===== src/include/debug_consts.svh =====
`ifndef DEBUG_CONSTS_SVH
`define DEBUG_CONSTS_SVH

// Host command bytes
`define DBG_CMD_DUMP_REGS 8'h01
`define DBG_CMD_READ_MEM  8'h06
`define DBG_CMD_LOAD_PROG 8'h07
`define DBG_CMD_MODE_CONT 8'h08
`define DBG_CMD_MODE_STEP 8'h09
`define DBG_CMD_STEP      8'h0A

// Processor geometry
`define DBG_WORD_W     32
`define DBG_NUM_REGS   32
`define DBG_MEM_ADDR_W 6

// Serial line
`define DBG_OVERSAMPLE       16
`define DBG_BAUD_DIV_DEFAULT 326 // 50 MHz clock at 9600 baud

`endif

===== src/source/debug_pkg.sv =====
`include "debug_consts.svh"

package debug_pkg;

    typedef struct packed {
        logic       valid; // High for one clock per byte
        logic [7:0] data;
    } byte_strobe_t;

    typedef struct packed {
        logic                       en;
        logic [`DBG_MEM_ADDR_W-1:0] addr;
        logic [`DBG_WORD_W-1:0]     data;
    } imem_write_t;

    // Element 0 is register 0
    typedef logic [`DBG_NUM_REGS-1:0][`DBG_WORD_W-1:0] reg_file_t;

    typedef enum logic {
        REGS,
        MEM
    } dump_kind_t;

endpackage


===== src/source/debug_unit_top.sv =====
`include "debug_consts.svh"

module debug_unit_top #(
    parameter int BAUD_DIV = `DBG_BAUD_DIV_DEFAULT
) (
    input  logic                       i_clk,
    input  logic                       i_reset,
    input  logic                       i_uart_rx,
    input  debug_pkg::reg_file_t       i_registers,
    input  logic [`DBG_WORD_W-1:0]     i_mem_data,
    output logic                       o_uart_tx,
    output logic [`DBG_MEM_ADDR_W-1:0] o_mem_addr,
    output debug_pkg::imem_write_t     o_imem_write,
    output logic                       o_cpu_enable,
    output logic                       o_step_mode
);

    logic                    tick;
    debug_pkg::byte_strobe_t rx_byte;
    logic                    load_start;
    logic                    load_done;
    logic                    dump_start;
    debug_pkg::dump_kind_t   dump_kind;
    logic                    dump_done;
    logic                    tx_start;
    logic [7:0]              tx_data;
    logic                    tx_busy;

    baud_tick_gen #(
        .BAUD_DIV(BAUD_DIV)
    ) u_baud (
        .i_clk  (i_clk),
        .i_reset(i_reset),
        .o_tick (tick)
    );

    uart_receiver u_rx (
        .i_clk  (i_clk),
        .i_reset(i_reset),
        .i_tick (tick),
        .i_rx   (i_uart_rx),
        .o_byte (rx_byte)
    );

    uart_transmitter u_tx (
        .i_clk  (i_clk),
        .i_reset(i_reset),
        .i_tick (tick),
        .i_start(tx_start),
        .i_data (tx_data),
        .o_busy (tx_busy),
        .o_tx   (o_uart_tx)
    );

    program_loader u_loader (
        .i_clk  (i_clk),
        .i_reset(i_reset),
        .i_start(load_start),
        .i_rx   (rx_byte),
        .o_write(o_imem_write),
        .o_done (load_done)
    );

    state_dumper u_dumper (
        .i_clk      (i_clk),
        .i_reset    (i_reset),
        .i_start    (dump_start),
        .i_kind     (dump_kind),
        .i_rx       (rx_byte),
        .i_registers(i_registers),
        .i_mem_data (i_mem_data),
        .i_tx_busy  (tx_busy),
        .o_mem_addr (o_mem_addr),
        .o_tx_start (tx_start),
        .o_tx_data  (tx_data),
        .o_done     (dump_done)
    );

    debug_controller u_ctrl (
        .i_clk       (i_clk),
        .i_reset     (i_reset),
        .i_rx        (rx_byte),
        .i_load_done (load_done),
        .i_dump_done (dump_done),
        .o_load_start(load_start),
        .o_dump_start(dump_start),
        .o_dump_kind (dump_kind),
        .o_step_mode (o_step_mode),
        .o_cpu_enable(o_cpu_enable)
    );

endmodule


===== src/source/debug_controller.sv =====
`include "debug_consts.svh"

module debug_controller (
    input  logic                    i_clk,
    input  logic                    i_reset,
    input  debug_pkg::byte_strobe_t i_rx,
    input  logic                    i_load_done,
    input  logic                    i_dump_done,
    output logic                    o_load_start,
    output logic                    o_dump_start,
    output debug_pkg::dump_kind_t   o_dump_kind,
    output logic                    o_step_mode,
    output logic                    o_cpu_enable
);

    typedef enum logic [1:0] {CT_IDLE, CT_LOAD, CT_DUMP} ct_state_t;

    ct_state_t             state;
    debug_pkg::dump_kind_t kind_q;
    logic                  step_mode_q;
    logic                  saved_mode_q;
    logic                  step_pulse_q;
    logic                  load_start_q;
    logic                  dump_start_q;

    always_ff @(posedge i_clk or posedge i_reset) begin
        if (i_reset) begin
            state        <= CT_IDLE;
            kind_q       <= debug_pkg::REGS;
            step_mode_q  <= 1'b0;
            saved_mode_q <= 1'b0;
            step_pulse_q <= 1'b0;
            load_start_q <= 1'b0;
            dump_start_q <= 1'b0;
        end else begin
            step_pulse_q <= 1'b0;
            load_start_q <= 1'b0;
            dump_start_q <= 1'b0;
            case (state)
                CT_IDLE: begin
                    if (i_rx.valid) begin
                        case (i_rx.data)
                            `DBG_CMD_DUMP_REGS: begin
                                kind_q       <= debug_pkg::REGS;
                                dump_start_q <= 1'b1;
                                state        <= CT_DUMP;
                            end
                            `DBG_CMD_READ_MEM: begin
                                kind_q       <= debug_pkg::MEM; // Dumper takes the address byte
                                dump_start_q <= 1'b1;
                                state        <= CT_DUMP;
                            end
                            `DBG_CMD_LOAD_PROG: begin
                                saved_mode_q <= step_mode_q;
                                step_mode_q  <= 1'b0;
                                load_start_q <= 1'b1;
                                state        <= CT_LOAD;
                            end
                            `DBG_CMD_MODE_CONT: step_mode_q <= 1'b0;
                            `DBG_CMD_MODE_STEP: step_mode_q <= 1'b1;
                            `DBG_CMD_STEP:      step_pulse_q <= step_mode_q; // No-op when running
                            default: ;
                        endcase
                    end
                end
                CT_LOAD: begin
                    if (i_load_done) begin
                        step_mode_q <= saved_mode_q;
                        state       <= CT_IDLE;
                    end
                end
                default: begin
                    if (i_dump_done) begin
                        state <= CT_IDLE;
                    end
                end
            endcase
        end
    end

    assign o_load_start = load_start_q;
    assign o_dump_start = dump_start_q;
    assign o_dump_kind  = kind_q;
    assign o_step_mode  = step_mode_q;

    // Core is frozen while instruction memory is rewritten
    assign o_cpu_enable = (state != CT_LOAD) && (!step_mode_q || step_pulse_q);

endmodule


===== src/source/state_dumper.sv =====
`include "debug_consts.svh"

module state_dumper (
    input  logic                       i_clk,
    input  logic                       i_reset,
    input  logic                       i_start,
    input  debug_pkg::dump_kind_t      i_kind,
    input  debug_pkg::byte_strobe_t    i_rx,
    input  debug_pkg::reg_file_t       i_registers,
    input  logic [`DBG_WORD_W-1:0]     i_mem_data,
    input  logic                       i_tx_busy,
    output logic [`DBG_MEM_ADDR_W-1:0] o_mem_addr,
    output logic                       o_tx_start,
    output logic [7:0]                 o_tx_data,
    output logic                       o_done
);

    localparam int WORD_BYTES = `DBG_WORD_W / 8;
    localparam int SEL_W      = $clog2(WORD_BYTES);
    localparam int REG_IDX_W  = $clog2(`DBG_NUM_REGS);
    localparam int CNT_W      = REG_IDX_W + SEL_W;
    localparam logic [CNT_W-1:0] REGS_LAST = CNT_W'(`DBG_NUM_REGS * WORD_BYTES - 1);
    localparam logic [CNT_W-1:0] MEM_LAST  = CNT_W'(WORD_BYTES - 1);

    typedef enum logic [1:0] {DP_IDLE, DP_ADDR, DP_SEND, DP_DRAIN} dp_state_t;

    dp_state_t                  state;
    debug_pkg::dump_kind_t      kind_q;
    logic [CNT_W-1:0]           byte_cnt;
    logic [CNT_W-1:0]           last_cnt;
    logic [`DBG_MEM_ADDR_W-1:0] addr_q;
    logic [`DBG_WORD_W-1:0]     word;

    assign last_cnt = (kind_q == debug_pkg::REGS) ? REGS_LAST : MEM_LAST;

    // Upper count bits pick the register, lower bits the byte
    assign word = (kind_q == debug_pkg::REGS) ? i_registers[byte_cnt[CNT_W-1:SEL_W]]
                                              : i_mem_data;

    always_ff @(posedge i_clk or posedge i_reset) begin
        if (i_reset) begin
            state    <= DP_IDLE;
            kind_q   <= debug_pkg::REGS;
            byte_cnt <= '0;
            addr_q   <= '0;
        end else begin
            case (state)
                DP_IDLE: begin
                    if (i_start) begin
                        kind_q   <= i_kind;
                        byte_cnt <= '0;
                        state    <= (i_kind == debug_pkg::MEM) ? DP_ADDR : DP_SEND;
                    end
                end
                DP_ADDR: begin
                    if (i_rx.valid) begin
                        addr_q <= i_rx.data[`DBG_MEM_ADDR_W-1:0];
                        state  <= DP_SEND;
                    end
                end
                DP_SEND: begin
                    if (!i_tx_busy) begin
                        byte_cnt <= byte_cnt + 1'b1;
                        if (byte_cnt == last_cnt) begin
                            state <= DP_DRAIN;
                        end
                    end
                end
                default: begin
                    if (!i_tx_busy) begin
                        state <= DP_IDLE; // Last stop bit is out
                    end
                end
            endcase
        end
    end

    assign o_mem_addr = addr_q;
    assign o_tx_start = (state == DP_SEND) && !i_tx_busy;
    assign o_tx_data  = word[byte_cnt[SEL_W-1:0] * 8 +: 8];
    assign o_done     = (state == DP_DRAIN) && !i_tx_busy;

endmodule


===== src/source/program_loader.sv =====
`include "debug_consts.svh"

module program_loader (
    input  logic                    i_clk,
    input  logic                    i_reset,
    input  logic                    i_start,
    input  debug_pkg::byte_strobe_t i_rx,
    output debug_pkg::imem_write_t  o_write,
    output logic                    o_done
);

    typedef enum logic [1:0] {LD_IDLE, LD_COUNT, LD_WORDS} ld_state_t;

    ld_state_t                  state;
    logic [7:0]                 count_q;
    logic [7:0]                 word_cnt;
    logic [1:0]                 byte_idx;
    logic                       wr_en_q;
    logic                       done_q;
    logic [`DBG_WORD_W-1:0]     word_q;
    logic [`DBG_MEM_ADDR_W-1:0] wr_addr_q;

    always_ff @(posedge i_clk or posedge i_reset) begin
        if (i_reset) begin
            state    <= LD_IDLE;
            count_q  <= '0;
            word_cnt <= '0;
            byte_idx <= '0;
            wr_en_q  <= 1'b0;
            done_q   <= 1'b0;
        end else begin
            wr_en_q <= 1'b0;
            done_q  <= 1'b0;
            case (state)
                LD_IDLE: begin
                    if (i_start) begin
                        state <= LD_COUNT;
                    end
                end
                LD_COUNT: begin
                    if (i_rx.valid) begin
                        count_q  <= i_rx.data; // Number of words to follow
                        word_cnt <= '0;
                        byte_idx <= '0;
                        if (i_rx.data == 8'd0) begin
                            done_q <= 1'b1;
                            state  <= LD_IDLE;
                        end else begin
                            state <= LD_WORDS;
                        end
                    end
                end
                default: begin
                    if (i_rx.valid) begin
                        byte_idx <= byte_idx + 1'b1;
                        if (byte_idx == 2'd3) begin
                            wr_en_q  <= 1'b1;
                            word_cnt <= word_cnt + 1'b1;
                            if (word_cnt == count_q - 8'd1) begin
                                done_q <= 1'b1; // Same cycle as the last write
                                state  <= LD_IDLE;
                            end
                        end
                    end
                end
            endcase
        end
    end

    always_ff @(posedge i_clk) begin
        if (state == LD_WORDS && i_rx.valid) begin
            word_q <= {i_rx.data, word_q[`DBG_WORD_W-1:8]}; // Little-endian assembly
            if (byte_idx == 2'd3) begin
                wr_addr_q <= word_cnt[`DBG_MEM_ADDR_W-1:0];
            end
        end
    end

    assign o_write.en   = wr_en_q;
    assign o_write.addr = wr_addr_q;
    assign o_write.data = word_q;
    assign o_done       = done_q;

endmodule


===== src/source/uart_transmitter.sv =====
`include "debug_consts.svh"

module uart_transmitter (
    input  logic       i_clk,
    input  logic       i_reset,
    input  logic       i_tick,
    input  logic       i_start,
    input  logic [7:0] i_data,
    output logic       o_busy,
    output logic       o_tx
);

    localparam int TICK_W = $clog2(`DBG_OVERSAMPLE);
    localparam logic [TICK_W-1:0] LAST_TICK = TICK_W'(`DBG_OVERSAMPLE - 1);

    typedef enum logic [1:0] {TX_IDLE, TX_START, TX_DATA, TX_STOP} tx_state_t;

    tx_state_t         state;
    logic [TICK_W-1:0] tick_cnt;
    logic [2:0]        bit_cnt;
    logic [7:0]        shift_q;
    logic              bit_end;

    assign bit_end = i_tick && (tick_cnt == LAST_TICK);

    always_ff @(posedge i_clk or posedge i_reset) begin
        if (i_reset) begin
            state    <= TX_IDLE;
            tick_cnt <= '0;
            bit_cnt  <= '0;
        end else begin
            if (state == TX_IDLE) begin
                tick_cnt <= '0;
                bit_cnt  <= '0;
                if (i_start) begin
                    state <= TX_START;
                end
            end else if (i_tick) begin
                tick_cnt <= tick_cnt + 1'b1; // Wraps after 16 ticks
                if (bit_end) begin
                    case (state)
                        TX_START: state <= TX_DATA;
                        TX_DATA: begin
                            bit_cnt <= bit_cnt + 1'b1;
                            if (bit_cnt == 3'd7) begin
                                state <= TX_STOP;
                            end
                        end
                        default: state <= TX_IDLE;
                    endcase
                end
            end
        end
    end

    always_ff @(posedge i_clk) begin
        if (state == TX_IDLE && i_start) begin
            shift_q <= i_data;
        end else if (state == TX_DATA && bit_end) begin
            shift_q <= {1'b0, shift_q[7:1]};
        end
    end

    assign o_busy = (state != TX_IDLE);
    assign o_tx   = (state == TX_START) ? 1'b0 :
                    (state == TX_DATA)  ? shift_q[0] : 1'b1;

endmodule


===== src/source/uart_receiver.sv =====
`include "debug_consts.svh"

module uart_receiver (
    input  logic                    i_clk,
    input  logic                    i_reset,
    input  logic                    i_tick,
    input  logic                    i_rx,
    output debug_pkg::byte_strobe_t o_byte
);

    localparam int TICK_W = $clog2(`DBG_OVERSAMPLE);
    localparam logic [TICK_W-1:0] MID_TICK  = TICK_W'(`DBG_OVERSAMPLE / 2 - 1);
    localparam logic [TICK_W-1:0] LAST_TICK = TICK_W'(`DBG_OVERSAMPLE - 1);

    typedef enum logic [1:0] {RX_IDLE, RX_START, RX_DATA, RX_STOP} rx_state_t;

    rx_state_t         state;
    logic [1:0]        sync_q;
    logic              rx_s;
    logic [TICK_W-1:0] tick_cnt;
    logic [2:0]        bit_cnt;
    logic [7:0]        shift_q;
    logic              valid_q;

    assign rx_s = sync_q[1];

    always_ff @(posedge i_clk or posedge i_reset) begin
        if (i_reset) begin
            sync_q <= 2'b11; // Line idles high
        end else begin
            sync_q <= {sync_q[0], i_rx};
        end
    end

    always_ff @(posedge i_clk or posedge i_reset) begin
        if (i_reset) begin
            state    <= RX_IDLE;
            tick_cnt <= '0;
            bit_cnt  <= '0;
            valid_q  <= 1'b0;
        end else begin
            valid_q <= 1'b0;
            case (state)
                RX_IDLE: begin
                    if (!rx_s) begin
                        state    <= RX_START;
                        tick_cnt <= '0;
                    end
                end
                RX_START: begin
                    if (i_tick) begin
                        if (tick_cnt == MID_TICK) begin
                            tick_cnt <= '0;
                            bit_cnt  <= '0;
                            state    <= rx_s ? RX_IDLE : RX_DATA; // Glitch rejection
                        end else begin
                            tick_cnt <= tick_cnt + 1'b1;
                        end
                    end
                end
                RX_DATA: begin
                    if (i_tick) begin
                        if (tick_cnt == LAST_TICK) begin
                            tick_cnt <= '0;
                            bit_cnt  <= bit_cnt + 1'b1;
                            if (bit_cnt == 3'd7) begin
                                state <= RX_STOP;
                            end
                        end else begin
                            tick_cnt <= tick_cnt + 1'b1;
                        end
                    end
                end
                default: begin
                    if (i_tick) begin
                        if (tick_cnt == LAST_TICK) begin
                            valid_q <= rx_s; // Framing error drops the byte
                            state   <= RX_IDLE;
                        end else begin
                            tick_cnt <= tick_cnt + 1'b1;
                        end
                    end
                end
            endcase
        end
    end

    always_ff @(posedge i_clk) begin
        if (state == RX_DATA && i_tick && tick_cnt == LAST_TICK) begin
            shift_q <= {rx_s, shift_q[7:1]}; // LSB arrives first
        end
    end

    assign o_byte.valid = valid_q;
    assign o_byte.data  = shift_q;

endmodule


===== src/source/baud_tick_gen.sv =====
`include "debug_consts.svh"

module baud_tick_gen #(
    parameter int BAUD_DIV = `DBG_BAUD_DIV_DEFAULT
) (
    input  logic i_clk,
    input  logic i_reset,
    output logic o_tick
);

    localparam int CNT_W = (BAUD_DIV > 1) ? $clog2(BAUD_DIV) : 1;
    localparam logic [CNT_W-1:0] LAST = CNT_W'(BAUD_DIV - 1);

    logic [CNT_W-1:0] cnt;

    always_ff @(posedge i_clk or posedge i_reset) begin
        if (i_reset) begin
            cnt <= '0;
        end else if (cnt == LAST) begin
            cnt <= '0;
        end else begin
            cnt <= cnt + 1'b1;
        end
    end

    assign o_tick = (cnt == LAST);

endmodule


===== config.mk =====
export PLATFORM = sky130hd
export DESIGN_NAME = debug_unit_top
export DESIGN_NICKNAME = d
export VERILOG_FILES = /design/src/source/debug_pkg.sv /design/src/source/debug_unit_top.sv /design/src/source/debug_controller.sv /design/src/source/state_dumper.sv /design/src/source/program_loader.sv /design/src/source/uart_transmitter.sv /design/src/source/uart_receiver.sv /design/src/source/baud_tick_gen.sv
export VERILOG_INCLUDE_DIRS = /design/src /design/src/include
export SDC_FILE = /design/constraint.sdc
export NUM_CORES = 1
export LEC_CHECK = 0
export BUFFER_PORTS_ARGS = -buffer_cell sky130_fd_sc_hd__buf_4
export CELL_PAD_IN_SITES_DETAIL_PLACEMENT = 0
export CELL_PAD_IN_SITES_GLOBAL_PLACEMENT = 1
export CORE_AREA = 2 2 434 436
export CTS_BUF_LIST = sky130_fd_sc_hd__clkbuf_16
export DETAILED_ROUTE_END_ITERATION = 12
export DIE_AREA = 0 0 436 438
export PLACE_DENSITY = 0.35
export REMOVE_ABC_BUFFERS = 1
export SLEW_MARGIN = 25
export SYNTH_ARGS = -nofsm -noshare
export SYNTH_HDL_FRONTEND = slang
export SYNTH_SLANG_ARGS = --single-unit

===== constraint.sdc =====
create_clock -name i_clk -period 2.7 [get_ports i_clk]
set_input_delay 0.135 -clock i_clk [delete_from_list [all_inputs] [get_ports i_clk]]
set_output_delay 0.135 -clock i_clk [all_outputs]
set_load 0.01 [all_outputs]

Word-level counts from Yosys, hierarchy flattened

Cells that the tools add are included.

Bits in registers: 130
Input bits: 1059
Output and inout port bits: 48
Logic and storage cells: 243

Add/subtract/negate cells: 9
Reductions and logical operators: 56
Equality and inequality tests: 46
Bitwise logic cells: 1
Multiplexer cells: 99
Shift operators: 1
Order comparisons: 1

Operators by type and width:

| kind                 | number |
|---|---|
| $bmux W32 S5         | 1 |
| $mux W32             | 2 |
| $mux W2              | 31 |
| $mux W8              | 5 |
| $mux W4              | 9 |
| $shiftx A32 B6 Y8    | 1 |
| $eq A8 B4 Y1 const B | 3 |
| $mux W1              | 24 |
| $mux W3              | 8 |
| $reduce_bool A2 Y1   | 12 |
| $mux W7              | 3 |
| $ne A2 B1 Y1 const B | 10 |
| $pmux W2 S2          | 5 |
| $reduce_and A5 Y1    | 4 |
| $eq A8 B3 Y1 const B | 2 |
| $pmux W8 S2          | 1 |
| $reduce_and A3 Y1    | 5 |
| $pmux W7 S2          | 1 |
| $eq A2 B2 Y1 const B | 6 |
| $ne A2 B2 Y1 const B | 6 |
| $pmux W2 S3          | 2 |
| $pmux W4 S3          | 1 |
| $reduce_and A4 Y1    | 3 |
| $reduce_bool A3 Y1   | 4 |
| other kinds (32)     | 64 |

Depth between registers and ports, before layout

Depth after elaboration: 6
Gate-level depth with buffers: 11
Depth with buffers taken out: 8

Hierarchy

Synthesis repeated with hierarchy kept, for this count alone.

Cell total of the unflattened synthesis: 1423
Area total of the unflattened synthesis: 15397.3 um2

Modules (own cells, without submodules):

| module           | area an instance (um2) | instances | cells each | sequential area each (um2) |
|---|---|---|---|---|
| state_dumper     | 10326.2                | 1         | 1012       | 400.4 |
| program_loader   | 2393.5                 | 1         | 179        | 1691.6 |
| uart_receiver    | 980.9                  | 1         | 82         | 543.0 |
| uart_transmitter | 858.3                  | 1         | 69         | 465.4 |
| baud_tick_gen    | 421.7                  | 1         | 41         | 225.2 |
| debug_controller | 416.6                  | 1         | 40         | 200.2 |

Worst setup path after synthesis

OpenSTA, ideal clock, no wires.

Path kind: flip-flop to flip-flop
Start point: register u_rx.valid_q
End point: register u_loader.word_q[0], enable pin
Clock period less this slack: 2.528 ns
Stages on the path, launching flop included: 4
Data required time: 2.279 ns
Path buffers: 1
Library setup time: 0.421 ns
Arrival time: 2.107 ns
Slack: 0.172 ns
Cell sequence: dfrtp_1 > clkbuf_1 > nand2_1 > nor2_1

Longest elaborated chain between the ends: 1

RTL lines:

| item                   | line                 | RTL |
|---|---|---|
| start, declared        | uart_receiver.sv:23  | `logic valid_q;` |
| start signal, assigned | uart_receiver.sv:77  | `valid_q <= rx_s;` |
| $logic_and A1 B1 Y1    | program_loader.sv:71 | `if (state == LD_WORDS && i_rx.valid) begin` |
| end signal, assigned   | program_loader.sv:72 | `` word_q <= {i_rx.data, word_q[`DBG_WORD_W-1:8]}; `` |
| end, declared          | program_loader.sv:20 | `` logic [`DBG_WORD_W-1:0] word_q; `` |

No other way between the ends.
A chain may end at the register's enable or synchronous reset.

Worst setup path after layout

Start point: register u_dumper.byte_cnt[3]
End point: register u_tx.shift_q[0] (data pin)

Longest elaborated chain between the ends: 5

RTL lines:

| item                           | line                   | RTL |
|---|---|---|
| start, declared                | state_dumper.sv:29     | `logic [CNT_W-1:0] byte_cnt;` |
| start signal, assigned         | state_dumper.sv:63     | `byte_cnt <= byte_cnt + 1'b1;` |
| $bmux W32 S5                   | state_dumper.sv:37     | `assign word = (kind_q == debug_pkg::REGS) ? i_registers[byte_cnt[CNT_W-1:SEL_W]]` |
| $mux W32 (not written as such) | state_dumper.sv:37     |  |
| $mux W32                       | state_dumper.sv:37     |  |
| $shiftx A32 B6 Y8              | state_dumper.sv:80     | `assign o_tx_data = word[byte_cnt[SEL_W-1:0] * 8 +: 8];` |
| $mux W8                        | uart_transmitter.sv:57 | `if (state == TX_IDLE && i_start) begin` |
| end signal, assigned           | uart_transmitter.sv:58 | `shift_q <= i_data;` |
| end signal, assigned           | uart_transmitter.sv:60 | `shift_q <= {1'b0, shift_q[7:1]};` |
| end, declared                  | uart_transmitter.sv:21 | `logic [7:0] shift_q;` |

No other way between the ends. The select of a mux whose other input is x is not followed.

==> impl_results.md <==
* Outcome: finished with violations
* Failing checks: setup timing
* Drt initial violations at 900
* I/O Pins at approximately 1100
* Post-Route WL at ~160000 µm
* Min-delay src: i_mem_data[15]
* FF-to-FF Start: u_dumper.byte_cnt[3]
* Worst setup margin at -0.1866 ns
* Vias per cell at 3.426
* Hold depth at 3
* Endpoints failing setup at 8
* RePlAce Congestion at approximately 0.87
* Core outline area at approximately 190000 µm²
* Total die area at about 190000 µm²
* Max Cap Viol at 0
* Antenna viol nets, final at 0
* Slowest cell on the critical path: o211ai_1
* Post-route insts no fill at around 5000
* Worst Max-Slew Pin Slew at 0.6839 ns
* CTS tree: yes
* Final Critical Period at roughly 2.9 ns
* Worst setup path class: register to register
* Clk sink count at 130
* Startpoint types: register
* Crit path cell chain: buf_12, buf_16, mux4_2, o2111ai_2, o311ai_2, buf_6, o211ai_1, o211ai_1
* Hold_ws at around 0.15 ns
* Inserted Clock Buffers at 17
* Crit-path max FO at 4
* Number of synthesized register bits at 130
* Post-synth EDFFs at 54
* Pwr/cell area at ~220 nW/µm²
* FF/Latch Area at between 3000 and 4000 µm²
* Clock Tree Buf Depth at 2
* Drt drc at 0
* Placed insts at between 4000 and 5000
* Fin. Hold Viols at 0
* Flop-to-flop setup slack at -0.19 ns
* Root Driver: clkbuf_16
* Post-DP HPWL at around 140000 µm
* Unrepaired setup endpoints after global routing: true
* Number of core rows at ~160
* Htree depth at 4
* GRT overflow at 0
* Leakage at 11.31 nW
* Most frequent cells in the layout: 1271 x buf_4, 206 x mux4_2, 156 x mux2i_1
* Synth top area share at about 32%
* Largest net degree at the start of global routing at between 60 and 70
* Initial Util at ~7.8%
* Syn avg cell area at 11.49 µm²
* Crit-path most repeated cell: o211ai_1
* Sequential share of the synthesized area at between 20% and 30%
* Post-Synthesis Cells at 1260
* Share of cells above drive strength 1 at 66.40%
* Final period utilization at 106.9%
* Synth area leader: mux4_2
* Power Total at roughly 6.3 mW
* Layout fillers at 21310
* Final setup skew at 0.02473 ns
* Buffers added on ports at around 1100
* Crit end category: register
* Main synth FF type: dfrtp_1
* Required time worst endpoint at between 2 and 3 ns
* Clk slew on worst S/H paths at roughly 0.070 ns
* Arrival time worst endpoint at ~3.1 ns
* Yosys cell types at 72
* Worst VDD drop at ~480 µV
* Worst reg2reg path depth at 8
* Synth top area cells: mux4_2 32%, dfrtp_1 13%, mux2i_1 11%, edfxtp_1 11%, nand2_1 2.9%
* Yosys warning total at 0
* Most common cell after layout, fill and taps aside: buf_4
* Worst min path class: input port to register
* Antenna violations before repair at between 90 and 100
* FF-to-FF End: u_tx.shift_q[0]
* First-pass GRT wire length at around 200000 µm
* Die Ht at 438 µm
* Area of the multi-input gates at between 10000 and 15000 µm²
* Insertion delay to the later sink of the worst-skew pair at around 0.5 ns
* Achievable Freq at approximately 350 MHz
* Asr flop ratio synth at ~60%
* Final nets at between 3000 and 4000
* Chip width at approximately 440 µm
* Area delta synth->final at 98.78%
* Drt first pass iters at 4
* Vias at about 17000
* Post-Syn Area at ~14000 µm²
* Vias in the first global route at 18850
* Average wire per standard cell at between 30 and 40 µm
* Slew HR at 54.20%
* Total track usage at 15.69%
* Max-slew violations at 0
* WHS Endpoint: u_tx.shift_q[7]
* Crit path largest cell delay at between 0.5 and 0.6 ns
[power by group]
group / internal [mW] / switching (mW)
sequential: 2.05 / 0.00195
clock: 1.26 / 1.08
combinational: 1.28 / 0.631
[synthesized netlist by cell type (21+ instances only)]
cell type	count
a21oi_1	56
clkbuf_1	38
inv_1	26
nor2_1	57
nand3_1	21
nand2_1	112
dfrtp_1	74
a22oi_1	43
buf_4	26
buf_2	32
mux2i_1	164
o21ai_0	50
edfxtp_1	54
mux4_2	206
[state kept, by name, indices dropped and copies added (netlist names), 3 cells and up]
name                 flops
u_loader.word_q         32
u_tx.shift_q             8
u_rx.shift_q             8
u_tx.bit_cnt             3
u_loader.count_q         8
u_loader.word_cnt        8
u_baud.cnt               9
u_dumper.o_mem_addr      6
u_dumper.byte_cnt        7
u_rx.bit_cnt             3
u_rx.tick_cnt            4
u_tx.tick_cnt            4
u_loader.wr_addr_q       6
[layer usage]
layer	wire [µm]	part of all wire, %	vias to the layer above	global-route usage, %
met5	388	0.25	-	0
met4	3939	2.5	62	3.427
met3	10870	7.0	180	4.715
met2	79910	51	696	28.57
met1	60340	39	8652	17.90
li1	-	-	7649	-
[cell type report]
type / count / area share (%)
Tap cell: 2495 / 10.84
Timing Repair Buffer: 1342 / 37.88
Multi-Input combinational cell: 987 / 36.53
Sequential cell: 130 / 12.31
Antenna cell: 19 / 0.1652
Clock buffer: 17 / 1.478
Clock inverter: 15 / 0.4260
Inverter: 27 / 0.3608
[what timing repair did]
action	4_1_cts	5_1_grt
cloned	5	1
pin swaps	10	8
gates resized for setup	81	17
setup endpoints to repair	8	8
hold buffers	2	0
setup buffers	27	0
hold endpoints to repair	31	0
[cells by family (layout without fill, tap and decap cells)]
family	count (synthesis)	in the layout	synth area share, %
AOI/OAI and AO/OA	282	282	13.03
adders and majority gates	20	20	1.728
xor gates and xnor gates	30	30	1.814
and+or+nand+nor	265	265	8.666
DFF	130	130	24.35
other	0	19	0
buffers and inverters	143	1401	5.486
muxes	390	390	44.93
[per-stage QoR]
step           setup TNS (ns)  area (µm²)  setup WS [ns]  utilization [%]
2_1_floorplan         -108.67       13790         -8.123                -
3_3_place_gp           -3.897       27320         -1.396            14.64
3_5_place_dp           -3.444       27340        -0.9987            14.65
4_1_cts                -1.351       28650        -0.4251            15.35
5_1_grt                -1.860       28760        -0.3275            15.41
6_report              -0.8259       28790        -0.1866            15.43
[how the worst max path moves through the flow]
stage                          from  depth (start not counted)         endpoint
2_1_floorplan  u_dumper.byte_cnt[3]                          6  u_tx.shift_q[6]
3_3_place_gp   u_dumper.byte_cnt[5]                          7  u_tx.shift_q[0]
3_5_place_dp   u_dumper.byte_cnt[3]                          8  u_tx.shift_q[0]
4_1_cts        u_dumper.byte_cnt[3]                          8  u_tx.shift_q[0]
5_1_grt        u_dumper.byte_cnt[3]                          8  u_tx.shift_q[0]
6_report       u_dumper.byte_cnt[3]                          8  u_tx.shift_q[0]
[critical path, delay by kind of cell (launching register included)]
family	cells	cell delay, ns
AOI/OAI and AO/OA	4	1.10
muxes	1	0.51
buffers and inverters	3	0.46
DFF	1	0.50
Power figures use the tool's default switching activity.
